`src/source/lsu_pkg.sv`:
```
package lsu_pkg;

  // ####################################################################
  // Data path widths
  // ####################################################################

  localparam int XLEN      = 32;
  localparam int PAGE_BITS = 12;  // 4 KiB pages

  // ####################################################################
  // Bus constants
  // ####################################################################

  localparam int AXI_ID_WIDTH  = 4;
  localparam int AXI_LEN_WIDTH = 8;

  localparam logic [1:0] AXI_BURST_INCR = 2'b01;
  localparam logic [1:0] AXI_RESP_OKAY  = 2'b00;

  // ####################################################################
  // Operation encoding
  // ####################################################################

  typedef enum logic [1:0] {
    SIZE_BYTE = 2'b00,
    SIZE_HALF = 2'b01,
    SIZE_WORD = 2'b10
  } access_size_t;

  // Bit 3 load, bit 2 signed, bits 1:0 size
  typedef struct packed {
    logic         is_load;
    logic         is_signed;
    access_size_t size;
  } mem_op_t;

endpackage

```
`src/source/address_translator.sv`:
```
`timescale 1ns/1ps

module address_translator import lsu_pkg::*; #(
  parameter int MAP_ENTRIES = 4
) (
  input  logic                           clock,
  input  logic                           reset,
  input  logic                           lookup_valid,
  input  logic [XLEN-1:0]                vaddr,
  output logic                           hit,
  output logic                           fault,
  output logic [XLEN-1:0]                paddr,
  input  logic                           map_write,
  input  logic [$clog2(MAP_ENTRIES)-1:0] map_index,
  input  logic [XLEN-PAGE_BITS-1:0]      map_ppn,
  input  logic                           map_enable
);

  localparam int INDEX_BITS = $clog2(MAP_ENTRIES);

  logic [MAP_ENTRIES-1:0]      entry_valid;
  logic [XLEN-PAGE_BITS-1:0]   entry_ppn [MAP_ENTRIES];
  logic [INDEX_BITS-1:0]       index;

  assign index = vaddr[PAGE_BITS +: INDEX_BITS];  // Low VPN bits

  always_ff @(posedge clock) begin
    if (reset) begin
      entry_valid <= '0;
      hit         <= 1'b0;
      fault       <= 1'b0;
    end else begin
      if (map_write) entry_valid[map_index] <= map_enable;
      // One answer per lookup, then idle until the next one
      if (lookup_valid && !(hit || fault)) begin
        hit   <= entry_valid[index];
        fault <= !entry_valid[index];
      end else begin
        hit   <= 1'b0;
        fault <= 1'b0;
      end
    end
  end

  always_ff @(posedge clock) begin
    if (map_write) entry_ppn[map_index] <= map_ppn;
    if (lookup_valid) paddr <= {entry_ppn[index], vaddr[PAGE_BITS-1:0]};
  end

  // An answer is exclusive and always follows a lookup
  a_answer: assert property (@(posedge clock) disable iff (reset)
    hit || fault |-> !(hit && fault) && $past(lookup_valid));

endmodule

```
`config.mk`:
```
export PLATFORM = sky130hd
export DESIGN_NAME = address_translator
export DESIGN_NICKNAME = d
export VERILOG_FILES = /design/src/source/lsu_pkg.sv /design/src/source/address_translator.sv
export SDC_FILE = /design/constraint.sdc
export NUM_CORES = 1
export LEC_CHECK = 0
export BUFFER_PORTS_ARGS = -buffer_cell sky130_fd_sc_hd__buf_2
export CAP_MARGIN = 20
export CORE_ASPECT_RATIO = 0.8
export CORE_MARGIN = 2
export CORE_UTILIZATION = 50
export DETAILED_ROUTE_END_ITERATION = 8
export PLACE_DENSITY = 0.75
export SYNTH_ARGS = -nofsm -noshare
export SYNTH_HDL_FRONTEND = slang
export SYNTH_SLANG_ARGS = --single-unit
```
`constraint.sdc`:
```
create_clock -name clock -period 4 [get_ports clock]
set_input_delay 0 -clock clock [delete_from_list [all_inputs] [get_ports clock]]
set_output_delay 0 -clock clock [all_outputs]
set_load 0.05 [all_outputs]
```
==> impl_metrics.toml <==
[yosys]
avgSynthCellArea_sq_um = 25.6
syn-num-nets = 219
synthTopCellsByArea = "edfxtp_1, mux4_2, dfxtp_1"
yosysSeqAreaShare_pct = 85.0
synth_cells = 160
synth_top_cell_by_area = "edfxtp_1"
netlist_area_sq_um = 4100
synth_cell_types = 16
synth_top_area_share_pct = 82.0
synth_seq_cells = 118
yosys_warnings = 0

[critical_path]
rr_startpoint = "entry_valid[1]$_SDFFE_PP0P_"
crit_family = "buffers and inverters"
r2r_setup_slack_ns = 2.74
cp_max_fo = 6
critPathLaunchType = "primary input"
cpPeakStageDelay_ns = 0.56
cp.buffers_inverters = 4
endpoint = "entry_valid[1]$_SDFFE_PP0P_"
r2r_cells = 3
critPathLaunch = "map_index[1]"
crit_arrival_ns = 2.14
cp.depth = 6
worstPathCellList = "dlygate4sd3_1 > buf_2 > nand4b_1 > dlygate4sd3_1 > a21oi_1 > dlygate4sd3_1"
path_class = "primary input to flop"
worstReg2RegEnd = "entry_valid[1]$_SDFFE_PP0P_"
crit_required_ns = 4.45
cp_slowest_cell = "dlygate4sd3_1"
end_kind = "flop"
cpMostUsedCell = "dlygate4sd3_1"

[clock_tree]
clock_tree.buffer_depth = 2
numClockSinks = 118
cts_tree = "yes"
worstSkewPairLatency_ns = 0.51
cts-htree-levels = 4
postCtsResizedCells = 0
cts-buffers-inserted = 17
clkTransAtPathRegs_ns = 0.06
clockRootBuffer = "clkbuf_8"

[global_routing]
grt_pass1_wl_mm = 11.5
first_global_vias = 2242
grt_overflow = 0
grt_max_degree = 35
grt_usage_pct = 18.0
antenna_found_initial = 0

[floorplanning]
die_area_sq_um = 8950
io_pins = 93
die_x_um = 105
die_h_um = 85.0
core_sq_um = 7950
rows = 29
initial_core_util_pct = 51.6

[timing]
slew-limit-headroom_pct = 46.6
fmax_mhz = 593
slew_viol_final = 0
max_slew.worst_pin.slew_ns = 0.800
hold_violations = 0
tns_ns = 0
post-route-period-util_pct = 42.2
finalCriticalPeriod_ns = 1.69
clock_skew_ns = 0.00763
rsz0062_at_grt = "no"
setup_viol = 0

[drt]
drc = 0
dr.pass1.iters = 4
drtIter0Drc = 106
avgRoutedWirePerCell_um = 17.9
ant_nets = 0
wl_mm = 7.38
via_count = 2084
vias_per_cell = 5.05

[min_path]
hold_class = "primary input to flop"

[layout]
layout-drive-gt1-share_pct = 42.0
num-fill-cells = 469
multi_input_comb_area_sq_um = 603
antenna_cells = 0
syn2layout_area_growth_pct = 37.9
final_util_pct = 71.2
mostFrequentLayoutCells = "edfxtp_1, buf_2, dlygate4sd3_1"
final_nets = 352
regArea_sq_um = 3480
final_common_cell = "edfxtp_1"

[pwr]
power_density_nw_per_um2 = 574
ir_drop_v = 0.000361
power_frac_comb_pct = 7.9
p_leak_uw = 0.00208
switchingPower_uw = 665
p_int_uw = 2580
power_frac_seq_pct = 44.6
sw_frac_of_total_pct = 20.5
p_clk_share_pct = 47.5

[placement]
port_buffers = 74
gp_congestion = 0.683
hpwl_mm = 3.91

[run_status]
status = "complete, no violations"

[flow_run]
cap_violations = 0
## through the flow
step | hold WS (ns) | area (sq um) | total power, uW | cells | setup WS [ns]
after CTS | 0.107 | 5610 | 3260 | 411 | 2.35
after global routing | 0.122 | 5650 | 3350 | 413 | 2.24
final | 0.120 | 5650 | 3250 | 413 | 2.31
after detailed placement | 0.179 | 4610 | 1700 | 340 | 2.36
after global placement | 0.179 | 4610 | 1690 | 340 | 2.41
after floorplan | 0.0691 | 4100 | 1620 | 160 | 2.66
## cells by family (layout without fill, tap and decap cells)
logic type | Yosys count | in the layout | synth area share, %
flip-flops | 118 | 118 | 85.0
multiplexers | 24 | 24 | 12.3
AND/OR/NAND/NOR | 12 | 12 | 1.98
buffers and inverters | 4 | 149 | 0.549
AO/OA/AOI/OAI | 2 | 2 | 0.244
## cells in the mapped netlist
cell / instances
nand2_1: 1
edfxtp_1: 112
nor2_1: 5
o21ai_0: 1
clkbuf_1: 2
and4bb_1: 1
nor3b_2: 1
and4b_1: 1
and3b_1: 1
a21oi_1: 1
mux2i_1: 3
dfxtp_1: 6
and3_1: 1
nand4b_1: 1
mux4_2: 21
buf_4: 2
## timing repair
action                    CTS  global route
hold endpoints to repair  105             0
hold buffers               40             0
buffers inserted            0             0
## final cells by class
| class | instances | area share, % |
|---|---|---|
| clock buffer | 18 | 7.39 |
| clock inverter | 13 | 3.30 |
| multi-input combinational | 38 | 10.7 |
| sequential | 118 | 61.6 |
| tap | 108 | 2.39 |
| timing repair buffer | 118 | 14.6 |
## flip-flops by register name, indices dropped and copies added (netlist names)
signal       flops
entry_ppn       80
hit              1
entry_valid      4
fault            1
paddr           32
## power by group through the flow
stage               logic, uW  registers (uW)  clock network, uW
floorplan                55.9            1560                  0
global placement          221            1470                  0
detailed placement        225            1470                  0
CTS                       255            1450               1560
global route              271            1450               1630
finish                    257            1450               1540
## worst min path at each step
stage / startpoint / endpoint / slack (ns) / depth (start not counted)
6_report: map_index[0] / entry_ppn[3][17]$_DFFE_PP_ / 0.12 / 2
5_1_grt: map_index[0] / entry_ppn[0][17]$_DFFE_PP_ / 0.12 / 3
4_1_cts: map_index[0] / entry_ppn[0][17]$_DFFE_PP_ / 0.11 / 3
3_5_place_dp: vaddr[1] / paddr[1]$_DFFE_PP_ / 0.18 / 1
3_3_place_gp: vaddr[4] / paddr[4]$_DFFE_PP_ / 0.18 / 1
2_1_floorplan: reset / entry_valid[1]$_SDFFE_PP0P_ / 0.07 / 1
## per-layer routing
metal,GRT usage [%],wire length (um),share of wire (%)
met1,22.6,3150,43
met2,29.3,3710,50
met3,6.91,465,6.3
met4,6.18,51,0.69
met5,0,0,0
Note: power is estimated with default switching activity, not from simulation.
