--- src/source/lsu_pkg.sv ---
package lsu_pkg;

  // ####################################################################
  // Data path widths
  // ####################################################################

  localparam int XLEN      = 32;
  localparam int PAGE_BITS = 12;  // 4 KiB pages

  // ####################################################################
  // Bus constants
  // ####################################################################

  localparam int AXI_ID_WIDTH  = 4;
  localparam int AXI_LEN_WIDTH = 8;

  localparam logic [1:0] AXI_BURST_INCR = 2'b01;
  localparam logic [1:0] AXI_RESP_OKAY  = 2'b00;

  // ####################################################################
  // Operation encoding
  // ####################################################################

  typedef enum logic [1:0] {
    SIZE_BYTE = 2'b00,
    SIZE_HALF = 2'b01,
    SIZE_WORD = 2'b10
  } access_size_t;

  // Bit 3 load, bit 2 signed, bits 1:0 size
  typedef struct packed {
    logic         is_load;
    logic         is_signed;
    access_size_t size;
  } mem_op_t;

endpackage

--- src/source/axi_if.sv ---
`timescale 1ns/1ps

interface axi_if import lsu_pkg::*; (
  input logic clock
);

  // Read address and read data
  logic                     arvalid, arready;
  logic [XLEN-1:0]          araddr;
  logic [AXI_ID_WIDTH-1:0]  arid;
  logic [AXI_LEN_WIDTH-1:0] arlen;
  logic [2:0]               arsize;
  logic [1:0]               arburst;
  logic                     rvalid, rready;
  logic [XLEN-1:0]          rdata;
  logic [1:0]               rresp;
  logic                     rlast;

  // Write address, write data and response
  logic                     awvalid, awready;
  logic [XLEN-1:0]          awaddr;
  logic [AXI_ID_WIDTH-1:0]  awid;
  logic [AXI_LEN_WIDTH-1:0] awlen;
  logic [2:0]               awsize;
  logic [1:0]               awburst;
  logic                     wvalid, wready;
  logic [XLEN-1:0]          wdata;
  logic [XLEN/8-1:0]        wstrb;
  logic                     wlast;
  logic                     bvalid, bready;
  logic [1:0]               bresp;

  modport out (
    input  clock,
    output arvalid, araddr, arid, arlen, arsize, arburst, rready,
    output awvalid, awaddr, awid, awlen, awsize, awburst,
    output wvalid, wdata, wstrb, wlast, bready,
    input  arready, rvalid, rdata, rresp, rlast,
    input  awready, wready, bvalid, bresp
  );

  modport in (
    input  clock,
    input  arvalid, araddr, arid, arlen, arsize, arburst, rready,
    input  awvalid, awaddr, awid, awlen, awsize, awburst,
    input  wvalid, wdata, wstrb, wlast, bready,
    output arready, rvalid, rdata, rresp, rlast,
    output awready, wready, bvalid, bresp
  );

endinterface

--- src/source/load_store_unit.sv ---
`timescale 1ns/1ps

module load_store_unit import lsu_pkg::*; (
  input  logic            clock,
  input  logic            reset,
  axi_if.out              mem_r,
  axi_if.out              mem_w,
  output logic            lookup_valid,
  output logic [XLEN-1:0] vaddr,
  input  logic            hit,
  input  logic            fault,
  input  logic [XLEN-1:0] paddr,
  output logic            req_ready,
  input  logic            req_valid,
  input  mem_op_t         req_op,
  input  logic [XLEN-1:0] req_addr,
  input  logic [XLEN-1:0] req_wdata,
  input  logic            resp_ready,
  output logic            resp_valid,
  output logic [XLEN-1:0] resp_rdata,
  output logic            resp_fault
);

  typedef enum logic [3:0] {
    ST_IDLE, ST_TRANSLATE,
    ST_LOAD_REQ, ST_LOAD_RESP,
    ST_STORE_REQ, ST_STORE_ADDR, ST_STORE_DATA, ST_STORE_RESP,
    ST_HOLD
  } state_t;

  state_t state, state_next;

  mem_op_t           op;
  logic [XLEN-1:0]   addr;  // virtual, then physical after the lookup
  logic [XLEN-1:0]   wdata;
  logic [XLEN-1:0]   result;
  logic              fault_q;
  logic              accept;
  logic [XLEN-1:0]   rdata_shifted;
  logic [XLEN-1:0]   load_data;
  logic [XLEN/8-1:0] strb_base;

  assign req_ready = (state == ST_IDLE) || (state == ST_HOLD && resp_ready);
  assign accept    = req_valid && req_ready;

  always_comb begin
    state_next = state;
    case (state)
      ST_IDLE:      if (req_valid) state_next = ST_TRANSLATE;
      ST_TRANSLATE: begin
        if (fault) state_next = ST_HOLD;  // No bus access
        else if (hit) state_next = op.is_load ? ST_LOAD_REQ : ST_STORE_REQ;
      end
      ST_LOAD_REQ:  if (mem_r.arready) state_next = ST_LOAD_RESP;
      ST_LOAD_RESP: if (mem_r.rvalid) state_next = ST_HOLD;
      ST_STORE_REQ: begin
        if (mem_w.awready && mem_w.wready) state_next = ST_STORE_RESP;
        else if (mem_w.awready) state_next = ST_STORE_DATA;
        else if (mem_w.wready) state_next = ST_STORE_ADDR;
      end
      ST_STORE_ADDR: if (mem_w.awready) state_next = ST_STORE_RESP;
      ST_STORE_DATA: if (mem_w.wready) state_next = ST_STORE_RESP;
      ST_STORE_RESP: if (mem_w.bvalid) state_next = ST_HOLD;
      ST_HOLD:      if (resp_ready) state_next = req_valid ? ST_TRANSLATE : ST_IDLE;
      default:      state_next = ST_IDLE;
    endcase
  end

  always_ff @(posedge clock) begin
    if (reset) begin
      state   <= ST_IDLE;
      fault_q <= 1'b0;
    end else begin
      state <= state_next;
      if (accept) fault_q <= 1'b0;
      else if (state == ST_TRANSLATE && fault) fault_q <= 1'b1;
    end
  end

  always_ff @(posedge clock) begin
    if (accept) begin
      op    <= req_op;
      addr  <= req_addr;
      wdata <= req_wdata;
    end else if (state == ST_TRANSLATE && hit) begin
      addr <= paddr;
    end
    if (state == ST_LOAD_RESP && mem_r.rvalid) result <= load_data;
    else if (state == ST_STORE_RESP && mem_w.bvalid) result <= '0;
    else if (state == ST_TRANSLATE && fault) result <= '0;
  end

  assign lookup_valid = state == ST_TRANSLATE;
  assign vaddr        = addr;
  assign resp_valid   = state == ST_HOLD;
  assign resp_rdata   = result;
  assign resp_fault   = fault_q;

  // ####################################################################
  // Load path
  // ####################################################################

  assign mem_r.arvalid = state == ST_LOAD_REQ;
  assign mem_r.araddr  = addr;
  assign mem_r.arid    = '0;
  assign mem_r.arlen   = '0;  // Single beat
  assign mem_r.arsize  = {1'b0, op.size};
  assign mem_r.arburst = AXI_BURST_INCR;
  assign mem_r.rready  = state == ST_LOAD_RESP;

  always_comb begin
    rdata_shifted = mem_r.rdata >> {addr[1:0], 3'b000};
    case (op.size)
      SIZE_BYTE: load_data = {{(XLEN-8){op.is_signed & rdata_shifted[7]}},
                              rdata_shifted[7:0]};
      SIZE_HALF: load_data = {{(XLEN-16){op.is_signed & rdata_shifted[15]}},
                              rdata_shifted[15:0]};
      default:   load_data = rdata_shifted;
    endcase
  end

  // Write channels of the read port stay idle
  assign mem_r.awvalid = 1'b0;
  assign mem_r.awaddr  = '0;
  assign mem_r.awid    = '0;
  assign mem_r.awlen   = '0;
  assign mem_r.awsize  = '0;
  assign mem_r.awburst = '0;
  assign mem_r.wvalid  = 1'b0;
  assign mem_r.wdata   = '0;
  assign mem_r.wstrb   = '0;
  assign mem_r.wlast   = 1'b0;
  assign mem_r.bready  = 1'b0;

  // ####################################################################
  // Store path
  // ####################################################################

  always_comb begin
    case (op.size)
      SIZE_BYTE: strb_base = 4'b0001;
      SIZE_HALF: strb_base = 4'b0011;
      SIZE_WORD: strb_base = 4'b1111;
      default:   strb_base = 4'b0000;
    endcase
  end

  assign mem_w.awvalid = state == ST_STORE_REQ || state == ST_STORE_ADDR;
  assign mem_w.awaddr  = addr;
  assign mem_w.awid    = '0;
  assign mem_w.awlen   = '0;
  assign mem_w.awsize  = {1'b0, op.size};
  assign mem_w.awburst = AXI_BURST_INCR;
  assign mem_w.wvalid  = state == ST_STORE_REQ || state == ST_STORE_DATA;
  assign mem_w.wdata   = wdata << {addr[1:0], 3'b000};  // Lane steering
  assign mem_w.wstrb   = strb_base << addr[1:0];
  assign mem_w.wlast   = 1'b1;
  assign mem_w.bready  = state == ST_STORE_RESP;

  assign mem_w.arvalid = 1'b0;
  assign mem_w.araddr  = '0;
  assign mem_w.arid    = '0;
  assign mem_w.arlen   = '0;
  assign mem_w.arsize  = '0;
  assign mem_w.arburst = '0;
  assign mem_w.rready  = 1'b0;

  // Valids hold with stable payload until accepted
  a_ar_hold: assert property (@(posedge clock) disable iff (reset)
    mem_r.arvalid && !mem_r.arready |=> mem_r.arvalid && $stable(mem_r.araddr));
  a_aw_hold: assert property (@(posedge clock) disable iff (reset)
    mem_w.awvalid && !mem_w.awready |=> mem_w.awvalid && $stable(mem_w.awaddr));
  a_w_hold: assert property (@(posedge clock) disable iff (reset)
    mem_w.wvalid && !mem_w.wready |=> mem_w.wvalid && $stable(mem_w.wdata));

  // A fault result carries no data and the bus stays quiet
  a_fault_no_bus: assert property (@(posedge clock) disable iff (reset)
    state == ST_TRANSLATE && fault |=> resp_valid && resp_fault && resp_rdata == '0
      && !mem_r.arvalid && !mem_w.awvalid && !mem_w.wvalid);

endmodule

--- src/flat_wrapper.sv ---
// flat-port wrapper written by rule: the top's interface ports become plain ports
module load_store_unit_flat import lsu_pkg::*;
  (clock, reset, lookup_valid, vaddr, hit, fault, paddr, req_ready, req_valid, req_op, req_addr, req_wdata, resp_ready, resp_valid, resp_rdata, resp_fault, mem_r_arvalid, mem_r_araddr, mem_r_arid, mem_r_arlen, mem_r_arsize, mem_r_arburst, mem_r_rready, mem_r_awvalid, mem_r_awaddr, mem_r_awid, mem_r_awlen, mem_r_awsize, mem_r_awburst, mem_r_wvalid, mem_r_wdata, mem_r_wstrb, mem_r_wlast, mem_r_bready, mem_r_arready, mem_r_rvalid, mem_r_rdata, mem_r_rresp, mem_r_rlast, mem_r_awready, mem_r_wready, mem_r_bvalid, mem_r_bresp, mem_w_arvalid, mem_w_araddr, mem_w_arid, mem_w_arlen, mem_w_arsize, mem_w_arburst, mem_w_rready, mem_w_awvalid, mem_w_awaddr, mem_w_awid, mem_w_awlen, mem_w_awsize, mem_w_awburst, mem_w_wvalid, mem_w_wdata, mem_w_wstrb, mem_w_wlast, mem_w_bready, mem_w_arready, mem_w_rvalid, mem_w_rdata, mem_w_rresp, mem_w_rlast, mem_w_awready, mem_w_wready, mem_w_bvalid, mem_w_bresp);
  axi_if mem_r_i (.clock(clock));
  axi_if mem_w_i (.clock(clock));
  input  logic clock;
  input  logic reset;
  output logic lookup_valid;
  output logic [XLEN-1:0] vaddr;
  input  logic hit;
  input  logic fault;
  input  logic [XLEN-1:0] paddr;
  output logic req_ready;
  input  logic req_valid;
  input  mem_op_t req_op;
  input  logic [XLEN-1:0] req_addr;
  input  logic [XLEN-1:0] req_wdata;
  input  logic resp_ready;
  output logic resp_valid;
  output logic [XLEN-1:0] resp_rdata;
  output logic resp_fault;
  output wire logic [$bits(mem_r_i.arvalid)-1:0] mem_r_arvalid;
  output wire logic [$bits(mem_r_i.araddr)-1:0] mem_r_araddr;
  output wire logic [$bits(mem_r_i.arid)-1:0] mem_r_arid;
  output wire logic [$bits(mem_r_i.arlen)-1:0] mem_r_arlen;
  output wire logic [$bits(mem_r_i.arsize)-1:0] mem_r_arsize;
  output wire logic [$bits(mem_r_i.arburst)-1:0] mem_r_arburst;
  output wire logic [$bits(mem_r_i.rready)-1:0] mem_r_rready;
  output wire logic [$bits(mem_r_i.awvalid)-1:0] mem_r_awvalid;
  output wire logic [$bits(mem_r_i.awaddr)-1:0] mem_r_awaddr;
  output wire logic [$bits(mem_r_i.awid)-1:0] mem_r_awid;
  output wire logic [$bits(mem_r_i.awlen)-1:0] mem_r_awlen;
  output wire logic [$bits(mem_r_i.awsize)-1:0] mem_r_awsize;
  output wire logic [$bits(mem_r_i.awburst)-1:0] mem_r_awburst;
  output wire logic [$bits(mem_r_i.wvalid)-1:0] mem_r_wvalid;
  output wire logic [$bits(mem_r_i.wdata)-1:0] mem_r_wdata;
  output wire logic [$bits(mem_r_i.wstrb)-1:0] mem_r_wstrb;
  output wire logic [$bits(mem_r_i.wlast)-1:0] mem_r_wlast;
  output wire logic [$bits(mem_r_i.bready)-1:0] mem_r_bready;
  input wire logic [$bits(mem_r_i.arready)-1:0] mem_r_arready;
  input wire logic [$bits(mem_r_i.rvalid)-1:0] mem_r_rvalid;
  input wire logic [$bits(mem_r_i.rdata)-1:0] mem_r_rdata;
  input wire logic [$bits(mem_r_i.rresp)-1:0] mem_r_rresp;
  input wire logic [$bits(mem_r_i.rlast)-1:0] mem_r_rlast;
  input wire logic [$bits(mem_r_i.awready)-1:0] mem_r_awready;
  input wire logic [$bits(mem_r_i.wready)-1:0] mem_r_wready;
  input wire logic [$bits(mem_r_i.bvalid)-1:0] mem_r_bvalid;
  input wire logic [$bits(mem_r_i.bresp)-1:0] mem_r_bresp;
  output wire logic [$bits(mem_w_i.arvalid)-1:0] mem_w_arvalid;
  output wire logic [$bits(mem_w_i.araddr)-1:0] mem_w_araddr;
  output wire logic [$bits(mem_w_i.arid)-1:0] mem_w_arid;
  output wire logic [$bits(mem_w_i.arlen)-1:0] mem_w_arlen;
  output wire logic [$bits(mem_w_i.arsize)-1:0] mem_w_arsize;
  output wire logic [$bits(mem_w_i.arburst)-1:0] mem_w_arburst;
  output wire logic [$bits(mem_w_i.rready)-1:0] mem_w_rready;
  output wire logic [$bits(mem_w_i.awvalid)-1:0] mem_w_awvalid;
  output wire logic [$bits(mem_w_i.awaddr)-1:0] mem_w_awaddr;
  output wire logic [$bits(mem_w_i.awid)-1:0] mem_w_awid;
  output wire logic [$bits(mem_w_i.awlen)-1:0] mem_w_awlen;
  output wire logic [$bits(mem_w_i.awsize)-1:0] mem_w_awsize;
  output wire logic [$bits(mem_w_i.awburst)-1:0] mem_w_awburst;
  output wire logic [$bits(mem_w_i.wvalid)-1:0] mem_w_wvalid;
  output wire logic [$bits(mem_w_i.wdata)-1:0] mem_w_wdata;
  output wire logic [$bits(mem_w_i.wstrb)-1:0] mem_w_wstrb;
  output wire logic [$bits(mem_w_i.wlast)-1:0] mem_w_wlast;
  output wire logic [$bits(mem_w_i.bready)-1:0] mem_w_bready;
  input wire logic [$bits(mem_w_i.arready)-1:0] mem_w_arready;
  input wire logic [$bits(mem_w_i.rvalid)-1:0] mem_w_rvalid;
  input wire logic [$bits(mem_w_i.rdata)-1:0] mem_w_rdata;
  input wire logic [$bits(mem_w_i.rresp)-1:0] mem_w_rresp;
  input wire logic [$bits(mem_w_i.rlast)-1:0] mem_w_rlast;
  input wire logic [$bits(mem_w_i.awready)-1:0] mem_w_awready;
  input wire logic [$bits(mem_w_i.wready)-1:0] mem_w_wready;
  input wire logic [$bits(mem_w_i.bvalid)-1:0] mem_w_bvalid;
  input wire logic [$bits(mem_w_i.bresp)-1:0] mem_w_bresp;
  assign mem_r_arvalid = mem_r_i.arvalid;
  assign mem_r_araddr = mem_r_i.araddr;
  assign mem_r_arid = mem_r_i.arid;
  assign mem_r_arlen = mem_r_i.arlen;
  assign mem_r_arsize = mem_r_i.arsize;
  assign mem_r_arburst = mem_r_i.arburst;
  assign mem_r_rready = mem_r_i.rready;
  assign mem_r_awvalid = mem_r_i.awvalid;
  assign mem_r_awaddr = mem_r_i.awaddr;
  assign mem_r_awid = mem_r_i.awid;
  assign mem_r_awlen = mem_r_i.awlen;
  assign mem_r_awsize = mem_r_i.awsize;
  assign mem_r_awburst = mem_r_i.awburst;
  assign mem_r_wvalid = mem_r_i.wvalid;
  assign mem_r_wdata = mem_r_i.wdata;
  assign mem_r_wstrb = mem_r_i.wstrb;
  assign mem_r_wlast = mem_r_i.wlast;
  assign mem_r_bready = mem_r_i.bready;
  assign mem_r_i.arready = mem_r_arready;
  assign mem_r_i.rvalid = mem_r_rvalid;
  assign mem_r_i.rdata = mem_r_rdata;
  assign mem_r_i.rresp = mem_r_rresp;
  assign mem_r_i.rlast = mem_r_rlast;
  assign mem_r_i.awready = mem_r_awready;
  assign mem_r_i.wready = mem_r_wready;
  assign mem_r_i.bvalid = mem_r_bvalid;
  assign mem_r_i.bresp = mem_r_bresp;
  assign mem_w_arvalid = mem_w_i.arvalid;
  assign mem_w_araddr = mem_w_i.araddr;
  assign mem_w_arid = mem_w_i.arid;
  assign mem_w_arlen = mem_w_i.arlen;
  assign mem_w_arsize = mem_w_i.arsize;
  assign mem_w_arburst = mem_w_i.arburst;
  assign mem_w_rready = mem_w_i.rready;
  assign mem_w_awvalid = mem_w_i.awvalid;
  assign mem_w_awaddr = mem_w_i.awaddr;
  assign mem_w_awid = mem_w_i.awid;
  assign mem_w_awlen = mem_w_i.awlen;
  assign mem_w_awsize = mem_w_i.awsize;
  assign mem_w_awburst = mem_w_i.awburst;
  assign mem_w_wvalid = mem_w_i.wvalid;
  assign mem_w_wdata = mem_w_i.wdata;
  assign mem_w_wstrb = mem_w_i.wstrb;
  assign mem_w_wlast = mem_w_i.wlast;
  assign mem_w_bready = mem_w_i.bready;
  assign mem_w_i.arready = mem_w_arready;
  assign mem_w_i.rvalid = mem_w_rvalid;
  assign mem_w_i.rdata = mem_w_rdata;
  assign mem_w_i.rresp = mem_w_rresp;
  assign mem_w_i.rlast = mem_w_rlast;
  assign mem_w_i.awready = mem_w_awready;
  assign mem_w_i.wready = mem_w_wready;
  assign mem_w_i.bvalid = mem_w_bvalid;
  assign mem_w_i.bresp = mem_w_bresp;
  load_store_unit u_core (.clock(clock), .reset(reset), .mem_r(mem_r_i), .mem_w(mem_w_i), .lookup_valid(lookup_valid), .vaddr(vaddr), .hit(hit), .fault(fault), .paddr(paddr), .req_ready(req_ready), .req_valid(req_valid), .req_op(req_op), .req_addr(req_addr), .req_wdata(req_wdata), .resp_ready(resp_ready), .resp_valid(resp_valid), .resp_rdata(resp_rdata), .resp_fault(resp_fault));
endmodule
--- config.mk ---
export PLATFORM = sky130hd
export DESIGN_NAME = load_store_unit_flat
export DESIGN_NICKNAME = d
export VERILOG_FILES = /design/src/source/lsu_pkg.sv /design/src/source/axi_if.sv /design/src/source/load_store_unit.sv /design/src/flat_wrapper.sv
export SDC_FILE = /design/constraint.sdc
export NUM_CORES = 1
export LEC_CHECK = 0
export BUFFER_PORTS_ARGS = -buffer_cell sky130_fd_sc_hd__buf_4
export CAP_MARGIN = 0
export CELL_PAD_IN_SITES_DETAIL_PLACEMENT = 1
export CELL_PAD_IN_SITES_GLOBAL_PLACEMENT = 2
export CORE_AREA = 3 3 210 212
export DETAILED_ROUTE_END_ITERATION = 6
export DIE_AREA = 0 0 213 215
export PLACE_DENSITY = 0.65
export SYNTH_ARGS = -nofsm -noshare
export SYNTH_HDL_FRONTEND = slang
export SYNTH_SLANG_ARGS = --single-unit
--- constraint.sdc ---
create_clock -name clock -period 2.4 [get_ports clock]
set_clock_uncertainty 0.05 [all_clocks]
set_input_delay 0.24 -clock clock [delete_from_list [all_inputs] [get_ports clock]]
set_output_delay 0.24 -clock clock [all_outputs]
set_load 0.01 [all_outputs]
==> summary.txt <==
Status
  • Status: finished, final reports clean

Cells and area
  • Fraction of layout cells with a size suffix above 1: 43.5%
  • Area grow syn2layout: 38.7%
  • Area occupied by multi-input gates: 2660 µm²
  • Commonest cells after routing, fill and taps aside: buf_4, conb_1, edfxtp_1
  • Filler cell count: 4,922
  • Sequential Area: 3100 µm²
  • Total inserted antenna cells: 0
  • Fin nets: 1,149
  • Commonest non-fill, non-tap cell in the layout: buf_4
  • Final Non-Filler Cells: 1,499

GRT
  • Gr ovfl total: 0
  • Largest net degree at the start of global routing: 43
  • Met1 Use GR: 12.3%
  • Vias in the first global route: 5,403
  • First-pass GRT wire length: 35.0 mm
  • Initial antenna violation count: 0
  • GR Util met2: 17.9%
  • Gr usage total: 10.3%
  • Busiest grt layer: met2
  • Met3 Use GR: 3.18%

Clock network
  • CTS tree: done
  • Clock Tree Buf Depth: 2
  • CTS Buf Count: 9
  • Clock transition at the registers of the reported paths: 0.08 ns
  • H-tree levels: 3
  • Clk root buf: clkbuf_16
  • Clock sinks: 105
  • Worst-Skew Late Latency: 0.38 ns

Floorplanning
  • Core footprint: 42,100 µm²
  • Starting Density: 16.8%
  • Chip Height: 215 µm
  • IO Pins: 538
  • DIE AREA: 45,800 µm²
  • Cell Rows: 75
  • Die W: 213 µm

STA
  • Crit path time final: 2.22 ns
  • Final period utilization: 92.5%
  • Fin. max-slew vios: 0
  • Unrepaired setup endpoints after global routing: no
  • Fmax: 450 MHz
  • WHS: 0.0298 ns
  • Setup Viol. Count Final: 0
  • Slew margin rel.: 65.4%
  • Hold Violations, Final: 0
  • Worst Max-Slew Pin Slew: 0.519 ns

Placement
  • Hpwl dp: 19.8 mm
  • PortBufs: 319
  • Placed Cells: 1,445
  • GPL Wtd Cong: 0.733

Logic synthesis
  • Synthesized area: 7070 µm²
  • Synth warnings: 0
  • FF+latch count, synth: 105
  • Post-synth EDFFs: 100
  • Avg Inst Size Synth: 10.6 µm²
  • Cells after Synth: 664
  • Seq/Total Area, Yosys: 43.9%
  • Cell variety after synth: 40
  • Post-synth top area cell: edfxtp_1
  • Post-synth top flop: edfxtp_1
  • Ys async rst share: 0%
  • Yosys top cell area share: 42.5%
  • Leading cell types by total area after synthesis: edfxtp_1, buf_4, mux2_2

Power and ir drop
  • Power Density: 853 nW/µm²
  • Leak pwr: 4.34 nW
  • Peak supply drop: 303 µV

Drt
  • Wirelength, routed: 24.9 mm
  • Wire length per cell: 16.6 µm
  • Drt pass-1 iters: 4
  • Drc violations: 0
  • Via count: 5,169
  • DR iter-0 viols: 152
  • DR vias/cell: 3.45
  • Routed Antenna Nets: 0

Worst hold path
  • Min-delay worst type: in -> reg
  • Hold depth: 1

Worst setup path
  • Worst-path cell chain: buf_12 -> buf_6 -> nor2b_1 -> a211oi_1 -> a21oi_1 -> buf_4
  • Worst path max stage delay: 0.43 ns
  • Crit path kind: reg -> out
  • Worst Path Required: 2.11 ns
  • Setup crit start kind: flop
  • CP Max Fanout: 42
  • CP Capture Type: output port
  • Worst r2r path cells: 7
  • Critical path's slowest cell: edfxtp_1
  • Arr. time, crit path: 1.93 ns

Flow run
  • Maxcap violations: 0
## flip-flops by register name, summed over array words and instances, names as in the netlist
name	cells
u_core.op	2
u_core.resp_rdata	32
u_core.mem_r.araddr	32
u_core.resp_fault	1
u_core.state	4
u_core.mem_r.arsize	2
u_core.wdata	32
## metrics by stage
| stage | total power [W] | area [µm²] | TNS [ns] | worst slack (ns) | utilization [%] |
|---|---|---|---|---|---|
| after floorplan | 0.00520 | 7710 | -0.189 | -0.00591 | - |
| after global placement | 0.00679 | 9110 | 0 | 0.264 | 21.6 |
| after detailed placement | 0.00682 | 9110 | 0 | 0.243 | 21.6 |
| after CTS | 0.00858 | 9790 | 0 | 0.0212 | 23.2 |
| after global routing | 0.00893 | 9800 | 0 | 0.0224 | 23.3 |
| final | 0.00836 | 9800 | 0 | 0.179 | 23.3 |
## critical path: cells and delay by family (launching register included)
family	cells	cell delay, ns
buf+inv	3	0.72
simple gates	1	0.07
flops	1	0.43
compound gates	2	0.31
## timing repair
| action | CTS | global route |
|---|---|---|
| hold endpoints to repair | 39 | 0 |
| buffers inserted | 1 | 1 |
| gates cloned | 0 | 0 |
| endpoints found under the setup margin | 21 | 15 |
| hold buffers | 36 | 0 |
| resized for setup | 3 | 1 |
| pin swaps | 0 | 0 |
## power breakdown
part           total (W)  internal, W  switching [W]
Clock            0.00162     0.000822       0.000802
Sequential       0.00282      0.00252       0.000296
Combinational    0.00392      0.00183        0.00209
Total            0.00836      0.00518        0.00319
## final timing paths
path	startpoint	end	slack [ns]
max reg2reg	u_core.mem_r.araddr[0]	u_core.resp_rdata[19]	0.25
min reg2reg	u_core.resp_fault	u_core.resp_fault	0.47
min	req_op[0]	u_core.mem_r.arsize[0]	0.03
max	u_core.mem_r.araddr[0]	mem_w_wdata[27]	0.18
## kinds of logic after synthesis
family / share of synthesized area, %
AO/OA/AOI/OAI: 7.41
adder cells (fa/ha/maj): 0.708
buffers and inverters: 27.7
flip-flops: 43.9
multiplexers: 11.6
other: 0.106
AND/OR/NAND/NOR: 8.55
## routing by layer
metal,wire [µm],vias up
li1,-,2450
met1,9860,2491
met2,12800,214
met3,1990,14
met4,300,0
met5,0,-
## cells in the mapped netlist (2+ instances only)
cell type  instances
mux2i_1           35
mux2_2            39
a21oi_2           10
and3b_1            2
mux2_4             2
nor3b_1            3
and2_1            11
buf_1              2
o21ai_0           21
dfxtp_1            5
inv_1              8
nand2_1           46
buf_2             11
conb_1             2
ha_1               4
a21oi_1           29
nand2b_1           6
nor3_1             6
a211oi_1          15
buf_4            239
buf_6              3
nor2_1            28
edfxtp_1         100
nor2b_1           11
clkbuf_1          11
## final cells by class
class,count,area share (%)
clock buffers,9,2.30
clock inverters,7,0.791
inverters,8,0.345
multi-input cells,454,27.2
flip-flops and latches,105,31.6
well taps,539,6.88
repair buffers,377,30.9
No activity file was read; power rests on OpenSTA's default activity.
